$ cat config.mk
export PLATFORM = sky130hd
export DESIGN_NAME = arena_control
export DESIGN_NICKNAME = d
export VERILOG_FILES = /design/src/logic/game_pkg.sv /design/src/logic/ball_pair.sv /design/src/logic/game_sequencer.sv /design/src/logic/arena_control.sv
export VERILOG_INCLUDE_DIRS = /design/src /design/src/logic
export SDC_FILE = /design/constraint.sdc
export NUM_CORES = 1
export LEC_CHECK = 0
export BUFFER_PORTS_ARGS = -buffer_cell sky130_fd_sc_hd__buf_4
export CAP_MARGIN = 20
export CORE_UTILIZATION = 37
export CTS_CLUSTER_DIAMETER = 200
export DETAILED_ROUTE_END_ITERATION = 16
export GPL_TIMING_DRIVEN = 0
export PLACE_DENSITY_LB_ADDON = 0.25
export SYNTH_ARGS = -nofsm -noshare
export SYNTH_HDL_FRONTEND = slang
export SYNTH_SLANG_ARGS = --single-unit
$ cat constraint.sdc
create_clock -name Clk -period 1.6 [get_ports Clk]
set_input_delay 0.32 -clock Clk [delete_from_list [all_inputs] [get_ports Clk]]
set_output_delay 0.32 -clock Clk [all_outputs]
set_load 0.01 [all_outputs]
$ cat src/logic/game_defs.svh
`ifndef GAME_DEFS_SVH
`define GAME_DEFS_SVH

// Keyboard codes
`define KEY_START       8'd40
`define KEY_CONTINUE    8'd44

// Sprite sizes in pixels
`define BALL_BIG        20
`define BALL_SMALL      10
`define SIZE_W          10

// Player lives
`define LIVES_INIT      3
`define LIVES_W         3

// Round counter from the score logic
`define ROUND_W         10
`define FINAL_ROUND     9

`define NUM_KEYS        4
`define NUM_SLOTS       4

`endif

$ cat src/logic/game_pkg.sv
`default_nettype none

`include "game_defs.svh"

package game_pkg;

    // One code per keyboard slot, slot 0 in the low byte
    typedef struct packed {
        logic [`NUM_KEYS-1:0][7:0] code;
    } key_set_t;

    typedef struct packed {
        logic              in_play;
        logic [`SIZE_W-1:0] size;
    } ball_t;

    typedef struct packed {
        ball_t parent;
        ball_t child;
    } pair_view_t;

    typedef struct packed {
        ball_t slot_1;
        ball_t slot_2;
        ball_t slot_3;
        ball_t slot_4;
    } arena_view_t;

    // Bullet hit per ball slot, indexed from 1
    typedef struct packed {
        logic [`NUM_SLOTS:1] slot;
    } hit_set_t;

    typedef enum logic [1:0] {
        MODE_IDLE = 2'd0,
        MODE_PLAY = 2'd1,
        MODE_OVER = 2'd2
    } game_mode_t;

    typedef enum logic [2:0] {
        PH_IDLE,
        PH_PLAY,
        PH_LIFE_LOST,
        PH_LEVEL_CLEAR,
        PH_OVER
    } phase_t;

    typedef enum logic {
        LEVEL_1,
        LEVEL_2
    } level_t;

endpackage

`default_nettype wire

$ cat src/logic/ball_pair.sv
`timescale 1ns/1ps
`default_nettype none

`include "game_defs.svh"

module ball_pair
(
    input  logic                 Clk,
    input  logic                 rst,
    input  logic                 active,
    input  logic [1:0]           hits,
    output game_pkg::pair_view_t view,
    output logic                 split,
    output logic                 cleared
);

    typedef enum logic [1:0] {
        PAIR_WHOLE,
        PAIR_SPLIT,
        PAIR_ONE,
        PAIR_CLEAR
    } pair_state_t;

    pair_state_t state;
    pair_state_t state_next;
    logic        parent_on;
    logic        child_on;

    always_ff @(posedge Clk)
    begin
        if (rst)
            state <= PAIR_WHOLE;
        else
            state <= state_next;
    end

    // hits[1] is the parent slot, hits[0] the child slot
    always_comb
    begin
        state_next = state;
        if (!active)
        begin
            state_next = PAIR_WHOLE;
        end
        else
        begin
            case (state)
                PAIR_WHOLE:
                    if (hits[1])
                        state_next = PAIR_SPLIT;
                PAIR_SPLIT:
                    if (hits == 2'b11)
                        state_next = PAIR_CLEAR;
                    else if (hits != 2'b00)
                        state_next = PAIR_ONE;
                PAIR_ONE:
                    if (hits != 2'b00)
                        state_next = PAIR_CLEAR;
                default:
                    state_next = PAIR_CLEAR;
            endcase
        end
    end

    assign parent_on = active && (state != PAIR_CLEAR);
    assign child_on  = active && (state == PAIR_SPLIT || state == PAIR_ONE);

    always_comb
    begin
        view.parent.in_play = parent_on;
        view.child.in_play  = child_on;
        view.parent.size    = '0;
        view.child.size     = '0;
        if (parent_on)
        begin
            if (state == PAIR_WHOLE)
                view.parent.size = `SIZE_W'(`BALL_BIG);
            else
                view.parent.size = `SIZE_W'(`BALL_SMALL);
        end
        if (child_on)
            view.child.size = `SIZE_W'(`BALL_SMALL);
    end

    assign split   = (state != PAIR_WHOLE);
    assign cleared = (state == PAIR_CLEAR);

endmodule

`default_nettype wire

$ cat src/logic/game_sequencer.sv
`timescale 1ns/1ps
`default_nettype none

`include "game_defs.svh"

module game_sequencer
(
    input  logic                 Clk,
    input  logic                 rst,
    input  game_pkg::key_set_t   keys,
    input  logic                 collide,
    input  logic [`ROUND_W-1:0]  round,
    input  logic                 split_a,
    input  logic                 split_b,
    input  logic                 cleared_a,
    input  logic                 cleared_b,
    output logic                 active_a,
    output logic                 active_b,
    output game_pkg::game_mode_t mode,
    output logic [`LIVES_W-1:0]  lives,
    output logic                 level_up,
    output logic                 cont,
    output logic                 power_possible
);

    import game_pkg::*;

    phase_t phase;
    phase_t phase_next;
    level_t level;
    level_t level_next;
    logic   start_key;
    logic   cont_key;
    logic   all_clear;

    // Any of the keyboard slots may carry the key
    always_comb
    begin
        start_key = 1'b0;
        cont_key  = 1'b0;
        for (int i = 0; i < `NUM_KEYS; i++)
        begin
            if (keys.code[i] == `KEY_START)
                start_key = 1'b1;
            if (keys.code[i] == `KEY_CONTINUE)
                cont_key = 1'b1;
        end
    end

    // Pair B only counts on level 2
    assign all_clear = cleared_a && (level == LEVEL_1 || cleared_b);

    always_comb
    begin
        phase_next = phase;
        level_next = level;
        case (phase)
            PH_IDLE:
                if (start_key)
                begin
                    phase_next = PH_PLAY;
                    level_next = LEVEL_1;
                end
            PH_PLAY:
                if (collide)
                begin
                    if (lives == '0)
                        phase_next = PH_OVER;
                    else
                        phase_next = PH_LIFE_LOST;
                end
                else if (all_clear)
                begin
                    phase_next = PH_LEVEL_CLEAR;
                end
            PH_LIFE_LOST:
                phase_next = PH_PLAY;
            PH_LEVEL_CLEAR:
                if (round == `ROUND_W'(`FINAL_ROUND))
                begin
                    phase_next = PH_IDLE;
                    level_next = LEVEL_1;
                end
                else
                begin
                    phase_next = PH_PLAY;
                    level_next = (level == LEVEL_1) ? LEVEL_2 : LEVEL_1;
                end
            PH_OVER:
                if (cont_key)
                    phase_next = PH_IDLE;
            default:
                phase_next = PH_IDLE;
        endcase
    end

    always_ff @(posedge Clk)
    begin
        if (rst)
        begin
            phase <= PH_IDLE;
            level <= LEVEL_1;
        end
        else
        begin
            phase <= phase_next;
            level <= level_next;
        end
    end

    // Reload on the way into idle so lives are full as soon as idle shows
    always_ff @(posedge Clk)
    begin
        if (rst || phase == PH_IDLE || phase_next == PH_IDLE)
            lives <= `LIVES_W'(`LIVES_INIT);
        else if (phase == PH_PLAY && collide && lives != '0)
            lives <= lives - 1'b1;
    end

    always_comb
    begin
        case (phase)
            PH_IDLE:
                mode = MODE_IDLE;
            PH_OVER:
                mode = MODE_OVER;
            default:
                mode = MODE_PLAY;
        endcase
    end

    assign active_a       = (phase == PH_PLAY);
    assign active_b       = (phase == PH_PLAY) && (level == LEVEL_2);
    assign level_up       = (phase == PH_LEVEL_CLEAR);
    assign cont           = (phase == PH_LIFE_LOST);
    assign power_possible = (level == LEVEL_2) && split_a && split_b;

endmodule

`default_nettype wire

$ cat src/logic/arena_control.sv
`timescale 1ns/1ps
`default_nettype none

`include "game_defs.svh"

module arena_control
(
    input  logic                  Clk,
    input  logic                  rst,
    input  game_pkg::key_set_t    keys,
    input  game_pkg::hit_set_t    hits,
    input  logic                  collide,
    input  logic [`ROUND_W-1:0]   round,
    output game_pkg::game_mode_t  mode,
    output game_pkg::arena_view_t balls,
    output logic [`LIVES_W-1:0]   lives,
    output logic                  level_up,
    output logic                  cont,
    output logic                  power_possible
);

    import game_pkg::*;

    pair_view_t view_a;
    pair_view_t view_b;
    logic       active_a;
    logic       active_b;
    logic       split_a;
    logic       split_b;
    logic       cleared_a;
    logic       cleared_b;

    game_sequencer u_seq
    (
        .Clk            (Clk),
        .rst            (rst),
        .keys           (keys),
        .collide        (collide),
        .round          (round),
        .split_a        (split_a),
        .split_b        (split_b),
        .cleared_a      (cleared_a),
        .cleared_b      (cleared_b),
        .active_a       (active_a),
        .active_b       (active_b),
        .mode           (mode),
        .lives          (lives),
        .level_up       (level_up),
        .cont           (cont),
        .power_possible (power_possible)
    );

    // Pair A owns slots 1 and 2
    ball_pair u_pair_a
    (
        .Clk     (Clk),
        .rst     (rst),
        .active  (active_a),
        .hits    ({hits.slot[1], hits.slot[2]}),
        .view    (view_a),
        .split   (split_a),
        .cleared (cleared_a)
    );

    // Pair B owns slots 3 and 4
    ball_pair u_pair_b
    (
        .Clk     (Clk),
        .rst     (rst),
        .active  (active_b),
        .hits    ({hits.slot[3], hits.slot[4]}),
        .view    (view_b),
        .split   (split_b),
        .cleared (cleared_b)
    );

    assign balls.slot_1 = view_a.parent;
    assign balls.slot_2 = view_a.child;
    assign balls.slot_3 = view_b.parent;
    assign balls.slot_4 = view_b.child;

endmodule

`default_nettype wire

=== Yosys cells after proc, flatten, opt, wreduce, memory -nomap -nowiden ===
Index checks and enable logic that the tools add are counted.

* Input port bits: 49
* Logic and storage cells: 106
* Flip-flop bits (word level): 11
* Output and inout bits: 52

* Multiplexer cells: 36
* Bitwise gates (word level): 3
* Equality and inequality tests: 30
* Reduce and logical (&&, ||, !) cells: 31
* Add/sub/neg operators: 1

{| class="wikitable"
|+ Operators with widths
! cell !! count
|-
| $eq A8 B6 Y1 const B || 8
|-
| $mux W10 || 2
|-
| $mux W2 || 8
|-
| $mux W3 || 5
|-
| $pmux W3 S5 || 1
|-
| $eq A2 B2 Y1 const B || 6
|-
| $mux W1 || 12
|-
| $pmux W2 S3 || 2
|-
| $eq A10 B4 Y1 const B || 1
|-
| $logic_and A1 B1 Y1 || 10
|-
| $mux W5 || 2
|-
| $reduce_bool A2 Y1 || 5
|-
| $logic_not A3 Y1 || 3
|-
| $mux W4 || 2
|-
| $ne A2 B2 Y1 const B || 4
|-
| $eq A3 B2 Y1 const B || 2
|-
| $ne A2 B1 Y1 const B || 3
|-
| $ne A3 B1 Y1 const B || 2
|-
| $reduce_and A3 Y1 || 2
|-
| $logic_or A1 B1 Y1 || 5
|-
| $eq A2 B1 Y1 const B || 2
|-
| $logic_not A2 Y1 || 2
|-
| $pmux W2 S2 || 1
|-
| $reduce_or A2 Y1 || 2
|-
| other kinds (7) || 9
|}

=== Depth between registers and ports, before layout ===
* Depth in word-level cells: 9
* Depth in mapped cells: 7
* Depth with buffers taken out: 7

=== Hierarchy ===
Synthesis repeated with hierarchy kept, for this count alone.

* Cell total of the unflattened synthesis: 166
* Area, all modules: 1396.3 sq um

{| class="wikitable"
|+ By module, submodules not included
! module !! instances !! area an instance (sq um) !! seq. area each (sq um) !! cells an instance
|-
| ball_pair || 2 || 377.9 || 40.0 || 44
|-
| game_sequencer || 1 || 640.6 || 140.1 || 78
|}

=== Worst setup path after synthesis ===
No wires, ideal clock.

* Path type: register -> output
* Start: reg u_seq.phase[0]
* End: out balls[14] in the netlist's numbering
* Data arrival time: 1351 ps
* Stages on the path, launching flop included: 6
* Data required time: 1280 ps
* Path slack: -71 ps
* Buffers on the path: 2
* Path through: dfxtp_1 nand2b_1 nand2b_1 buf_4 nor3_1 buf_4

{| class="wikitable"
|+ RTL lines
! element !! line !! source
|-
| from (decl) || game_sequencer.sv:28 || <nowiki>phase_t phase;</nowiki>
|-
| from (signal assigned) || game_sequencer.sv:106 || <nowiki>phase <= phase_next;</nowiki>
|-
| to (decl) || arena_control.sv:15 || <nowiki>output game_pkg::arena_view_t balls,</nowiki>
|}

==> qor.log <==
qor: outcome.run_status finished with violations
qor: outcome.violated_checks negative setup slack
qor: synthesis.synth_seq_cells 11
qor: global_route.grt_util_met1 18.8%
qor: timing.period_share 109%
qor: clocking.cts.reportedPaths.clkPinSlew 0.07 ns
qor: global_route.global_route.usage.met2 31.5%
qor: drt.ant_nets 0
qor: floorplanning.die-area 3860 um^2
qor: worst_setup_path.critical_path_peak_fanout 8
qor: global_route.globalRoute.busiestLayer met2
qor: final_layout.final_core_utilization 71.1%
qor: synthesis.synth_enable_flop_cells 0
qor: place.finalWeightedCongestion 0.781
qor: floorplanning.rows 21
qor: floorplanning.fp.coreArea 3390 um^2
qor: floorplanning.die_height 62.1 um
qor: timing.final-hold-violation-count 0
qor: clocking.clock_latency 0.27 ns
qor: synthesis.ys_top_cells_by_count sky130_fd_sc_hd__buf_4, sky130_fd_sc_hd__nor2_1, sky130_fd_sc_hd__ha_1
qor: synthesis.synth-seq-area-share 16.5%
qor: drt.drt-initial-drc-count 27
qor: synthesis.synth_top_cell_by_area sky130_fd_sc_hd__buf_4
qor: worst_setup_path.critical_path_cell_count 6
qor: timing.fmax 573 MHz
qor: drt.detailroute.via_count 1468
qor: synthesis.synth_largest_type_area_fraction 23.0%
qor: timing.finalClockSkew 0.00150 ns
qor: clocking.clock_tree.htree_level_count 1
qor: timing.setup_ws -0.146 ns
qor: worst_setup_path.timing.critical_path.required 1.28 ns
qor: worst_setup_path.timing.critical_path.buf_inv 2
qor: power.vdd.ir_drop.worst 0.406 mV
qor: drt.number_of_optimization_iterations_in_the_first_detailed_route_pass 4
qor: timing.post-route-min-period 1.75 ns
qor: clocking.clk_path_buf_depth 2
qor: drt.wl 3640 um
qor: synthesis.yosys_most_used_dff sky130_fd_sc_hd__dfxtp_1
qor: global_route.grt_pass1_vias 1187
qor: final_layout.fin_nets 347
qor: worst_setup_path.cp-start-kind flip-flop
qor: clocking.cts_root_buf sky130_fd_sc_hd__clkbuf_4
qor: place.dp_hpwl 2580 um
qor: global_route.grt_util_all_layers 16.6%
qor: global_route.grt_first_pass_wirelength 4770 um
qor: floorplanning.die_x 62.1 um
qor: worst_setup_path.critical_path.max_stage_delay 0.35 ns
qor: place.buffer_ports.inserted 71
qor: timing.timing.final.max_slew_violations 0
qor: drt.routed_wire_length_per_instance 11.0 um
qor: synthesis.yosys.cell_types.count 42
qor: floorplanning.start_util 39.4%
qor: final_layout.area_delta_synth_final 80.2%
qor: synthesis.ys.warnings.count 0
qor: clocking.clock-sinks 11
qor: clocking.numCtsBuffers 3
qor: place.preCtsSetupSlack -0.239 ns
qor: worst_setup_path.crit_chain nand2b_4 > nand2b_4 > nor2_4 > and2_4 > buf_6 > buf_6
qor: clocking.cts_tree done
qor: global_route.grt_antenna_before_repair 0
qor: global_route.use_met3 3.93%
qor: global_route.grt_remaining_overflow 0
qor: min_path.hold-path-cell-count 4
qor: final_layout.nFillCells 271
qor: synthesis.synthTopCellsByArea sky130_fd_sc_hd__buf_4, sky130_fd_sc_hd__dfxtp_1, sky130_fd_sc_hd__ha_1
qor: worst_setup_path.setup.worst_path.end_class output port
qor: timing.final-setup-viol-count 16
qor: power.powerDensity 285 nW/um^2
qor: power.power.static_leakage 0.00120 uW
qor: final_layout.n_antenna_cell 0
qor: synthesis.yosys.cell_count.top_type sky130_fd_sc_hd__buf_4
qor: job.cap_viol_max_count 0
qor: final_layout.post_route_cells_drive_above_1_share 58.9%
qor: timing.rsz_0062_raised_after_global_routing true
qor: min_path.hold_class primary input to flip-flop
qor: floorplanning.io_pins 101
qor: global_route.grt_start_max_net_pins 10
qor: drt.route.detailed.vias_per_inst 4.44
qor: worst_setup_path.timing.setup.critical_path_class flip-flop to output port
qor: worst_setup_path.ff2ff_path_depth 6
qor: synthesis.netlist_instances 171
qor: worst_setup_path.timing.critical_path.max_delay_family simple AND/OR/NAND/NOR gates
qor: synthesis.syn-cell-area 1340 um^2
qor: drt.drc_errors 0
qor: synthesis.syn_avg_cell_area 7.81 um^2
qor: synthesis.synth-async-reset-ratio 0%
qor: worst_setup_path.arrival 1.43 ns
qor: worst_setup_path.cpMaxStageDelayCell sky130_fd_sc_hd__dfxtp_4
## worst min-delay path: cells and delay by family
family,cells,cell delay [ns]
buffers and inverters,1,0.10
XOR/XNOR,1,0.06
AND/OR/NAND/NOR,2,0.13
## cell type report
| type | instances | area, um^2 | area share [%] |
|---|---|---|---|
| Tap cell | 46 | 57.6 | 2.39 |
| Timing Repair Buffer | 86 | 698 | 29.0 |
| Inverter | 11 | 56.3 | 2.34 |
| Buffer | 40 | 315 | 13.1 |
| Multi-Input combinational cell | 133 | 1010 | 42.0 |
| Sequential cell | 11 | 243 | 10.1 |
| Clock buffer | 4 | 26.3 | 1.09 |
## cells by family after synthesis
kind of cell             share of synthesized area, %
flip-flops                                       16.5
other                                           0.281
adder cells (fa/ha/maj)                          11.2
AND/OR/NAND/NOR                                  31.1
AO/OA/AOI/OAI                                    10.5
XOR/XNOR                                         1.97
buffers and inverters                            26.8
multiplexers                                     1.69
## through the flow
stage	area [um^2]	setup TNS (ns)	power, uW	hold slack [ns]	cells
finish	2410	-1.01	687	0.374	331
CTS	2210	-1.89	693	0.326	324
global route	2410	-2.23	744	0.362	331
detailed placement	2030	-1.27	502	0.545	315
floorplan	1440	-0.0924	398	0.461	198
global placement	2030	-1.09	499	0.532	315
## sequential cells by signal, summed over array words and instances (netlist names)
name,flops
u_seq.level,1
u_seq.phase,3
u_pair_a.state,2
u_pair_b.state,2
u_seq.lives,3
## timing repair
item                                    4_1_cts  5_1_grt
buffers inserted                              6       10
endpoints found under the setup margin       17       19
pin swaps                                     2        5
resized for setup                            33       41
endpoints found under the hold margin         0        0
hold buffers                                  0        0
## cell usage in the layout, fill, tap and decap left out, types with 2 or more instances in the layout
master,synthesis,layout
sky130_fd_sc_hd__nor2_1,15,12
sky130_fd_sc_hd__nor2b_1,3,3
sky130_fd_sc_hd__buf_6,0,19
sky130_fd_sc_hd__dfxtp_4,0,6
sky130_fd_sc_hd__nor3_4,0,2
sky130_fd_sc_hd__o21ai_0,3,3
sky130_fd_sc_hd__xnor2_1,3,3
sky130_fd_sc_hd__dfxtp_1,11,5
sky130_fd_sc_hd__nor2_4,0,2
sky130_fd_sc_hd__mux2_2,2,2
sky130_fd_sc_hd__inv_2,1,3
sky130_fd_sc_hd__nand2b_1,6,3
sky130_fd_sc_hd__nand2_1,4,4
sky130_fd_sc_hd__nand3_1,6,6
sky130_fd_sc_hd__ha_1,12,6
sky130_fd_sc_hd__clkbuf_4,0,3
sky130_fd_sc_hd__nand2b_4,0,3
sky130_fd_sc_hd__a21oi_1,7,7
sky130_fd_sc_hd__inv_4,0,2
sky130_fd_sc_hd__inv_1,10,4
sky130_fd_sc_hd__and2_4,0,2
sky130_fd_sc_hd__nor3_1,7,4
sky130_fd_sc_hd__nand4_1,3,3
sky130_fd_sc_hd__inv_6,0,2
sky130_fd_sc_hd__nor4b_1,6,6
sky130_fd_sc_hd__buf_4,41,106
sky130_fd_sc_hd__ha_4,0,5
sky130_fd_sc_hd__nand4b_1,2,2
sky130_fd_sc_hd__conb_1,1,28
sky130_fd_sc_hd__a2111oi_0,2,2
## layer usage
metal  vias to the layer above  wire [um]
li1                        757          -
met4                         0          8
met3                         3        197
met5                         -          0
met1                       662       1470
met2                        46       1970
## power by group
part / leakage (uW) / switching, uW / internal (uW) / total, uW
logic: 0.00109 / 88.6 / 144 / 233
registers: 0.0000935 / 1.05 / 264 / 265
clock network: 0.0000150 / 92.7 / 96.6 / 189
## path summary, 6_finish.rpt
| kind | from | endpoint | slack [ns] |
|---|---|---|---|
| setup reg to reg | u_seq.phase[2] | u_seq.phase[2] | 0.06 |
| hold / removal | hits[3] | u_pair_b.state[0] | 0.37 |
| hold reg to reg | u_pair_a.state[1] | u_pair_a.state[1] | 0.57 |
| setup / recovery | u_seq.phase[2] | balls[15] | -0.15 |
Power figures use the tool's default switching activity.
